### config.mk
export PLATFORM = sky130hd
export DESIGN_NAME = fetch_top
export DESIGN_NICKNAME = d
export VERILOG_FILES = /design/src/source/fetch_pkg.sv /design/src/source/fetch_top.sv /design/src/source/muldiv_hold.sv /design/src/source/predecode.sv /design/src/source/pc_unit.sv /design/src/source/fetch_control.sv
export SDC_FILE = /design/constraint.sdc
export NUM_CORES = 1
export LEC_CHECK = 0
export BUFFER_PORTS_ARGS = -buffer_cell sky130_fd_sc_hd__clkbuf_2
export CAP_MARGIN = 15
export CORE_ASPECT_RATIO = 0.6
export CORE_MARGIN = 2
export CORE_UTILIZATION = 50
export DETAILED_ROUTE_END_ITERATION = 10
export HOLD_SLACK_MARGIN = 0.02
export PLACE_DENSITY = 0.74
export RECOVER_POWER = 25
export SYNTH_ARGS = -nofsm -noshare
export SYNTH_HDL_FRONTEND = slang
export SYNTH_SLANG_ARGS = --single-unit
### constraint.sdc
create_clock -name clk -period 9.3 [get_ports clk]
set_input_delay 0.465 -clock clk [delete_from_list [all_inputs] [get_ports clk]]
set_output_delay 0.465 -clock clk [all_outputs]
set_load 0.005 [all_outputs]
### src/source/fetch_pkg.sv
package fetch_pkg;

    // Data and address width of the core.
    localparam int xlen = 32;

    // First fetch address after reset.
    localparam logic [xlen-1:0] reset_pc = 32'h8000_0000;

    // Distance between two sequential instructions.
    localparam logic [xlen-1:0] pc_inc = 32'd4;

    localparam logic [6:0] opc_jal = 7'b1101111;
    localparam logic [6:0] opc_jalr = 7'b1100111;
    localparam logic [6:0] opc_op = 7'b0110011;

    // A register-register operation with this funct7 belongs to the M extension.
    localparam logic [6:0] funct7_muldiv = 7'b0000001;

    typedef struct packed {
        logic [6:0] funct7;
        logic [4:0] rs2;
        logic [4:0] rs1;
        logic [2:0] funct3;
        logic [4:0] rd;
        logic [6:0] opcode;
    } instr_r_t;

    typedef struct packed {
        logic [11:0] imm;
        logic [4:0]  rs1;
        logic [2:0]  funct3;
        logic [4:0]  rd;
        logic [6:0]  opcode;
    } instr_i_t;

    // The same fetched word seen as R-type, as I-type or as plain bits.
    // The J-type immediate is scattered, so it is rebuilt from the raw view.
    typedef union packed {
        instr_r_t        r;
        instr_i_t        i;
        logic [xlen-1:0] raw;
    } instr_word_u;

    // Exactly one flag is set for every returned word.
    typedef struct packed {
        logic is_jal;
        logic is_jalr;
        logic is_muldiv;
        logic is_plain;
    } instr_class_t;

    typedef struct packed {
        logic            valid;
        logic [xlen-1:0] pc;
        logic [xlen-1:0] instr;
    } fetch_pkt_t;

endpackage
### src/source/fetch_top.sv
`timescale 1ns/10ps

module fetch_top (
    input  logic                       clk,
    input  logic                       rst_n,
    output logic                       mem_req,
    output logic [fetch_pkg::xlen-1:0] mem_addr,
    input  logic                       mem_ack,
    input  logic                       mem_done,
    input  logic [fetch_pkg::xlen-1:0] mem_rdata,
    input  logic                       redirect_valid,
    input  logic [fetch_pkg::xlen-1:0] redirect_pc,
    input  logic                       md_finish,
    output fetch_pkg::fetch_pkt_t      fetch_pkt
);

    fetch_pkg::instr_word_u     instr;
    fetch_pkg::instr_class_t    cls;
    logic [fetch_pkg::xlen-1:0] pc;
    logic [fetch_pkg::xlen-1:0] jal_target;
    logic                       pc_advance;
    logic                       pc_jump;
    logic                       pc_hold;
    logic                       pkt_valid;
    logic                       md_busy;
    logic                       pkt_valid_q;
    logic [fetch_pkg::xlen-1:0] pkt_pc_q;
    logic [fetch_pkg::xlen-1:0] pkt_instr_q;

    assign instr.raw = mem_rdata;
    assign mem_addr = pc;

    fetch_control u_control (
        .clk            (clk),
        .rst_n          (rst_n),
        .mem_ack        (mem_ack),
        .mem_done       (mem_done),
        .mem_req        (mem_req),
        .cls            (cls),
        .md_busy        (md_busy),
        .redirect_valid (redirect_valid),
        .pc_advance     (pc_advance),
        .pc_jump        (pc_jump),
        .pc_hold        (pc_hold),
        .pkt_valid      (pkt_valid)
    );

    pc_unit u_pc (
        .clk            (clk),
        .rst_n          (rst_n),
        .pc_advance     (pc_advance),
        .pc_jump        (pc_jump),
        .pc_hold        (pc_hold),
        .redirect_valid (redirect_valid),
        .jal_target     (jal_target),
        .redirect_pc    (redirect_pc),
        .pc             (pc)
    );

    predecode u_predecode (
        .instr      (instr),
        .pc         (pc),
        .cls        (cls),
        .jal_target (jal_target)
    );

    muldiv_hold u_muldiv (
        .clk       (clk),
        .rst_n     (rst_n),
        .start     (pkt_valid && cls.is_muldiv),
        .md_finish (md_finish),
        .md_busy   (md_busy)
    );

    // The packet leaves one cycle after mem_done, while the pc moves on the same edge.
    always_ff @(posedge clk or negedge rst_n) begin
        if (!rst_n) begin
            pkt_valid_q <= 1'b0;
        end else begin
            pkt_valid_q <= pkt_valid;
        end
    end

    always_ff @(posedge clk) begin
        if (pkt_valid) begin
            pkt_pc_q <= pc;
            pkt_instr_q <= mem_rdata;
        end
    end

    assign fetch_pkt = '{valid: pkt_valid_q, pc: pkt_pc_q, instr: pkt_instr_q};

endmodule

### src/source/muldiv_hold.sv
`timescale 1ns/10ps

module muldiv_hold (
    input  logic clk,
    input  logic rst_n,
    input  logic start,
    input  logic md_finish,
    output logic md_busy
);

    typedef enum logic [1:0] {
        st_free,
        st_busy,
        st_release
    } md_state_t;

    md_state_t state;
    md_state_t state_next;

    always_comb begin
        state_next = state;
        case (state)
            st_free: begin
                // A finish in the start cycle means the unit is already done.
                if (start) begin
                    if (md_finish) begin
                        state_next = st_release;
                    end else begin
                        state_next = st_busy;
                    end
                end
            end
            st_busy: begin
                if (md_finish) begin
                    state_next = st_release;
                end
            end
            st_release: begin
                state_next = st_free;
            end
            default: begin
                state_next = st_free;
            end
        endcase
    end

    // The release cycle keeps fetch stopped until the operation has retired.
    assign md_busy = (state != st_free);

    always_ff @(posedge clk or negedge rst_n) begin
        if (!rst_n) begin
            state <= st_free;
        end else begin
            state <= state_next;
        end
    end

endmodule

### src/source/predecode.sv
`timescale 1ns/10ps

module predecode (
    input  fetch_pkg::instr_word_u     instr,
    input  logic [fetch_pkg::xlen-1:0] pc,
    output fetch_pkg::instr_class_t    cls,
    output logic [fetch_pkg::xlen-1:0] jal_target
);

    logic                       op_jal;
    logic                       op_jalr;
    logic                       op_muldiv;
    logic [20:0]                j_imm;
    logic [fetch_pkg::xlen-1:0] j_offset;

    // The opcode sits in the same bits in every format.
    assign op_jal = (instr.i.opcode == fetch_pkg::opc_jal);

    // JALR is only defined with funct3 equal to zero.
    assign op_jalr = (instr.i.opcode == fetch_pkg::opc_jalr) && (instr.i.funct3 == 3'b000);

    // MUL, MULH*, DIV* and REM* share the OP opcode and a distinct funct7.
    assign op_muldiv = (instr.r.opcode == fetch_pkg::opc_op)
                       && (instr.r.funct7 == fetch_pkg::funct7_muldiv);

    always_comb begin
        cls.is_jal = op_jal;
        cls.is_jalr = op_jalr;
        cls.is_muldiv = op_muldiv;
        cls.is_plain = !(op_jal || op_jalr || op_muldiv);
    end

    // The J-type offset imm[20|10:1|11|19:12] sits in bits 31..12 and bit 0 is always zero.
    assign j_imm = {
        instr.raw[31],
        instr.raw[19:12],
        instr.raw[20],
        instr.raw[30:21],
        1'b0
    };

    assign j_offset = {{(fetch_pkg::xlen - 21){j_imm[20]}}, j_imm};

    assign jal_target = pc + j_offset;

endmodule

### src/source/pc_unit.sv
`timescale 1ns/10ps

module pc_unit (
    input  logic                       clk,
    input  logic                       rst_n,
    input  logic                       pc_advance,
    input  logic                       pc_jump,
    input  logic                       pc_hold,
    input  logic                       redirect_valid,
    input  logic [fetch_pkg::xlen-1:0] jal_target,
    input  logic [fetch_pkg::xlen-1:0] redirect_pc,
    output logic [fetch_pkg::xlen-1:0] pc
);

    logic [fetch_pkg::xlen-1:0] pc_step;
    logic [fetch_pkg::xlen-1:0] pc_next;

    // The step command is one-hot, so the order of the arms carries no priority.
    always_comb begin
        case (1'b1)
            pc_jump: begin
                pc_step = jal_target;
            end
            pc_advance: begin
                pc_step = pc + fetch_pkg::pc_inc;
            end
            pc_hold: begin
                pc_step = pc;
            end
            default: begin
                pc_step = pc;
            end
        endcase
    end

    // A redirect from execute overrides whatever fetch decided this cycle.
    assign pc_next = redirect_valid ? redirect_pc : pc_step;

    always_ff @(posedge clk or negedge rst_n) begin
        if (!rst_n) begin
            pc <= fetch_pkg::reset_pc;
        end else begin
            pc <= pc_next;
        end
    end

endmodule

### src/source/fetch_control.sv
`timescale 1ns/10ps

module fetch_control (
    input  logic                    clk,
    input  logic                    rst_n,
    input  logic                    mem_ack,
    input  logic                    mem_done,
    output logic                    mem_req,
    input  fetch_pkg::instr_class_t cls,
    input  logic                    md_busy,
    input  logic                    redirect_valid,
    output logic                    pc_advance,
    output logic                    pc_jump,
    output logic                    pc_hold,
    output logic                    pkt_valid
);

    typedef enum logic [1:0] {
        st_idle,
        st_wait_data,
        st_recover,
        st_wait_jalr
    } state_t;

    state_t state;
    state_t state_next;
    logic   stale;
    logic   stale_next;
    logic   accept;
    logic   req_next;

    // The memory only acknowledges while a request is up, which happens in idle alone.
    assign accept = mem_req && mem_ack;

    // A read that crossed a redirect belongs to the old path and is dropped.
    assign pkt_valid = (state == st_wait_data) && mem_done && !stale && !redirect_valid;

    always_comb begin
        state_next = state;
        stale_next = stale;
        case (state)
            st_idle: begin
                if (accept) begin
                    state_next = st_wait_data;
                    stale_next = redirect_valid;
                end
            end
            st_wait_data: begin
                if (mem_done) begin
                    stale_next = 1'b0;
                    if (pkt_valid && cls.is_jalr) begin
                        state_next = st_wait_jalr;
                    end else begin
                        state_next = st_recover;
                    end
                end else if (redirect_valid) begin
                    stale_next = 1'b1;
                end
            end
            st_recover: begin
                state_next = st_idle;
            end
            st_wait_jalr: begin
                // Execute delivers the JALR target as a redirect.
                if (redirect_valid) begin
                    state_next = st_idle;
                end
            end
            default: begin
                state_next = st_idle;
            end
        endcase
    end

    // The request is held from idle until the address is accepted.
    assign req_next = (state_next == st_idle) && !md_busy;

    // Step command for the pc. A JALR leaves the pc in place until the redirect.
    always_comb begin
        pc_jump = pkt_valid && cls.is_jal;
        pc_advance = pkt_valid && (cls.is_plain || cls.is_muldiv);
        pc_hold = !(pc_jump || pc_advance);
    end

    always_ff @(posedge clk or negedge rst_n) begin
        if (!rst_n) begin
            state <= st_idle;
            stale <= 1'b0;
            mem_req <= 1'b0;
        end else begin
            state <= state_next;
            stale <= stale_next;
            mem_req <= req_next;
        end
    end

endmodule

# [After elaboration in Yosys (flattened, before gate mapping)]
# Cells that the tools add are included.
[word_totals] ff_bits=103 inputBits=70 output_inout_bits=98 word_cells=65
[op_classes] addsub=2 eq_ne=12 n_mux=16 n_reduce_logical=27
[ops] cell="$mux 32" n=3
[ops] cell="$add 32x3->32 const B" n=1
[ops] cell="$add 32x32->32" n=1
[ops] cell="$eq 7x7->1 const B" n=2
[ops] cell="$mux 2" n=6
[ops] cell="$logic_and 1x1->1" n=11
[ops] cell="$pmux 2 s4" n=1
[ops] cell="$eq 7x1->1 const B" n=1
[ops] cell="$eq 7x6->1 const B" n=1
[ops] cell="$logic_not 2->1" n=3
[ops] cell="$eq 2x1->1 const B" n=2
[ops] cell="$eq 2x2->1 const B" n=2
[ops] cell="$logic_not 1->1" n=4
[ops] cell="$mux 1" n=4
[ops] cell="$ne 2x1->1 const B" n=2
[ops] cell="$pmux 2 s2" n=1
[ops] cell="$reduce_bool 2->1" n=2
[ops] cell="$logic_not 3->1" n=1
[ops] cell="$logic_or 1x1->1" n=3
[ops] cell="$ne 3x3->1 const B" n=1
[ops] cell="$reduce_and 3->1" n=1
[ops] cell="$reduce_bool 3->1" n=1
[ops] cell="$ne 2x2->1 const B" n=1
[ops] cell="$pmux 1 s2" n=1
[ops] cell="$reduce_and 2->1" n=1

# [Depth between registers and ports, before layout]
[depth] word_depth=10 mapped_depth=12

# [Hierarchy]
# Synthesis repeated with hierarchy kept, for this count alone.
[unflattened] cells_unflattened=659 hier_area_um2=6586.3
[modules_own_cells] mod="pc_unit" n_inst=1 cells_per_inst=275 area_each_um2=2339.7 seq_area_each_um2=802.0
[modules_own_cells] mod="predecode" n_inst=1 cells_per_inst=290 area_each_um2=1968.1 seq_area_each_um2=0.0
[modules_own_cells] mod="fetch_top" n_inst=1 cells_per_inst=67 area_each_um2=1960.6 seq_area_each_um2=1946.9
[modules_own_cells] mod="fetch_control" n_inst=1 cells_per_inst=21 area_each_um2=240.2 seq_area_each_um2=100.1
[modules_own_cells] mod="muldiv_hold" n_inst=1 cells_per_inst=6 area_each_um2=77.6 seq_area_each_um2=50.0

# [Worst setup path after synthesis]
# No wires, ideal clock.
[synth_path] path_type="in2reg" from="input port redirect_valid" to="register u_pc.pc[30] (netlist name)" arrival_ns=3.429 t_required_ns=9.163 setup_slack_ns=5.734 cell_stages=10 path_buffers=3 path_cell_list="clkbuf_1 or4_1 clkbuf_1 inv_1 nand2b_1 clkbuf_1 o21ai_0 o311ai_0 o21ai_0 o211ai_1"
[synth_between] elab_chain_len=5 word_cells_on_any_way=7 classes_between="2 x mux; 5 x reduce/logical"
[synth_lines] element="from (decl)" line_no="fetch_top.sv:11" source="input logic redirect_valid,"
[synth_lines] element="$logic_not 1->1 *" line_no="fetch_control.sv:36" source="assign pkt_valid = (state == st_wait_data) && mem_done && !stale && !redirect_valid;"
[synth_lines] element="$logic_and 1x1->1 *" line_no="fetch_control.sv:36"
[synth_lines] element="via pkt_valid" line_no="fetch_top.sv:24" source="logic pkt_valid;"
[synth_lines] element="$logic_and 1x1->1" line_no="fetch_control.sv:80" source="pc_jump = pkt_valid && cls.is_jal;"
[synth_lines] element="$mux 32" line_no="pc_unit.sv:20" source="case (1'b1)"
[synth_lines] element="$mux 32" line_no="pc_unit.sv:37" source="assign pc_next = redirect_valid ? redirect_pc : pc_step;"
[synth_lines] element="to (signal assigned)" line_no="pc_unit.sv:41" source="pc <= fetch_pkg::reset_pc;"
[synth_lines] element="to (signal assigned)" line_no="pc_unit.sv:43" source="pc <= pc_next;"
[synth_lines] element="to (decl)" line_no="pc_unit.sv:12" source="output logic [fetch_pkg::xlen-1:0] pc"
# Mark *: on every way through the listed nets, which the timed path passes. The rest lies on a longest branch.
# A chain may end at the register's enable or synchronous reset.

# [Worst setup path in the final report]
# Same ends and word-level chain as after synthesis.

==> impl_results.md <==
- Min cycle time layout: 3720 ps
- Vias per cell: 6.058
- Synth-to-layout area growth: 20.29%
- Post-Syn Instances: 624
- Peak Freq: 268.8 MHz
- Slew headroom: -0.6043
- Post-CTS Setup Repair Bufs: 0
- Final wirelength: 18.50 mm
- Post-CTS Hold Fix Bufs: 0
- Share of cells above drive strength 1: 0.2177
- Die width: 145.9 um
- Die ar.: 13010 um2
- Clock skew: 8.625 ps
- Gpl congestion: 0.9322
- Register area share after synthesis: 0.4798
- Nets: 878
- Async S/R FF share, synth: 0.3786
- N_diodes: 0
- Antenna-violating nets left: 0
- Post-CTS sizing: 0
- First-pass GRT wire length: 27.79 mm
- Peak VDD IR: 0.1171 mV
- Top cells by area, synth: edfxtp_1 32%, dfrtp_1 16%, ha_1 6.4%
- Startpoint types: primary input
- Status: finished, violations left
- Tcrit/Tclk final: 0.4000
- Max-Cap Viols: 1
- Most used flip-flop cell after synthesis: edfxtp_1
- Clock sink count: 103
- Buf/Inv on CP: 4
- HP Class: primary input to flop
- P_leak: 0.003019 uW
- Slowest-stage cell, CP: nand2b_1
- CTS tree: yes
- Syn Area/Cell: 9.683 um2
- EDFF count, synth: 64
- Layout Cells excl Fill: 946
- CP max stage delay: 830 ps
- Routed WL per cell: 19.56 um
- Critical path required time: 9490 ps
- Worst-path clk slew: 70 ps
- Post-synth top area share: 0.3181
- Cell Pwr Density: 180.5 nW/um2
- RSZ-0062 raised after global routing: false
- Clock Path Buffers: 2
- Std-Cell Rows: 31
- Crit path max fanout: 68
- Drc violations: 0
- Critical path, cell by cell: clkbuf_2 > buf_4 > or4_1 > inv_2 > buf_4 > nand2b_1 > o21ai_0 > o311ai_0 > o21ai_0 > o211ai_1
- Antenna violations before repair: 0
- Post-DP HPWL: 13.70 mm
- Hold Fails Final Rpt: 0
- H-tree depth: 3
- Total grt overflow: 0
- Pin count of the biggest net entering global routing: 69
- Pins Over Slew Limit: 40
- Netlist cell types: 68
- # setup viols final: 0
- Vias in the first global route: 5137
- DR pass1 iterations: 5
- Worst-Margin Slew: 2406 ps
- 1st-iter DRT viols: 638
- Gr usage total: 0.2816
- Yosys top cell by area: edfxtp_1
- Total CTS buffers: 9
- Crit-path leading delay family: simple AND/OR/NAND/NOR gates
- Warnings, synthesis: 0
- Crit path arrival time: 3910 ps
- CP Capture Type: flop
- DP Cell Count: 930
- Starting Density: 0.5074
- Die height: 89.15 um
- Setup TNS: 0 ps
- Syn_nets: 726
- Violated checks: capacitance limit, slew limit
- Fillers: 1035
- Vias: 5731
- Crit Path Class: primary input to flop
- Root Driver: clkbuf_16
- Worst-Skew Late Latency: 350 ps
- Netlist Area Pre-Place: 6042 um2
- I/O Buffers: 167
- Core area: 11910 um2
- I/O pin count: 168
- Synthesized flop and latch total: 103
[per-stage QoR]
step,utilization,hold slack (ps),worst slack [ps],total power (uW),area (um2)
final,0.6104,285.1,5580,1312,7268
after global placement,0.5886,440.0,5393,927.7,7009
after global routing,0.6104,282.3,5228,1371,7268
after floorplan,-,169.4,5734,801.8,6042
after CTS,0.6134,209.3,5586,1312,7305
after detailed placement,0.5886,444.8,5206,939.1,7009
[synth_stat cells (all sizes together), types with 5 or more instances]
library cell   n
edfxtp        64
nand2         60
o21ai         59
a21oi         55
nor2          43
dfrtp         38
ha            31
clkbuf        29
nand3         23
nor3          22
a21o          16
inv           16
and3          15
o22ai         13
xnor2         13
a31oi         12
nand4         11
xor2          10
o211ai         6
or3            6
a211oi         5
nand2b         5
nor3b          5
[power breakdown]
part	internal (uW)	switching, uW
sequential	542	53.0
clock	195	180
combinational	136	205
[area by class of cell]
| class | count | area (um2) | share of cell area |
|---|---|---|---|
| sequential | 103 | 2899 | 0.3989 |
| clock inverter | 5 | 52.55 | 0.007230 |
| tap | 165 | 206.4 | 0.02840 |
| multi-input combinational | 473 | 2963 | 0.4076 |
| clock buffer | 11 | 242.7 | 0.03340 |
| timing repair buffer | 173 | 844.6 | 0.1162 |
| inverter | 16 | 60.06 | 0.008263 |
[cell usage in the layout (no fill, tap or decap), types with 12 or more instances in the layout]
master and count:
o21ai_0 55, o22ai_1 13, a21o_1 16, clkbuf_1 28
nand2_1 60, nor2_1 43, inv_1 15, dfrtp_1 38
xnor2_1 13, nor3_1 21, a31oi_1 12, ha_1 31
a21oi_1 55, nand3_1 23, and3_1 15, clkbuf_2 141
edfxtp_1 64
[logic make-up (layout without fill, tap and decap cells)]
group / after synthesis / after routing / synth area share
AND/OR/NAND/NOR: 209 / 209 / 0.1673
flip-flops: 103 / 103 / 0.4798
adder cells (fa/ha/maj): 32 / 32 / 0.06751
XOR/XNOR: 23 / 23 / 0.03334
AO/OA/AOI/OAI: 204 / 204 / 0.2125
multiplexers: 5 / 5 / 0.008904
buffers and inverters: 48 / 205 / 0.03065
[flip-flops by register name, indices dropped and copies added, names as in the netlist]
name / flops
u_control.mem_req: 1
u_control.state: 2
u_muldiv.state: 2
u_pc.pc: 32
u_control.stale: 1
pkt_pc_q: 32
pkt_instr_q: 32
pkt_valid_q: 1
[worst reg2reg max path, stage by stage (launching register included)]
cell and delay (ps):
dfrtp_1 450, or4_1 610, inv_2 80, buf_4 660
nand2b_1 860, o21ai_0 370, o311ai_0 150, o21ai_0 140
o211ai_1 130
[routing by layer]
metal	GRT usage	up-vias	wire, um
li1	-	2665	-
met1	0.4402	2713	8691
met2	0.3825	329	7263
met3	0.07041	24	2310
met4	0.07843	0	235
met5	0	-	0
[path summary, 6_finish.rpt]
path	startpoint	to	slack, ps	cells past startpoint
setup / recovery	redirect_valid	u_pc.pc[30]	5580	10
hold / removal	md_finish	u_muldiv.state[0]	290	2
setup reg to reg	u_control.state[1]	u_pc.pc[30]	5690	8
hold reg to reg	u_muldiv.state[0]	u_control.mem_req	450	1
max in group asynchronous	rst_n	u_pc.pc[2]	6990	2
min in group asynchronous	rst_n	u_control.state[1]	940	2
Note: power is estimated with default switching activity, not from simulation.
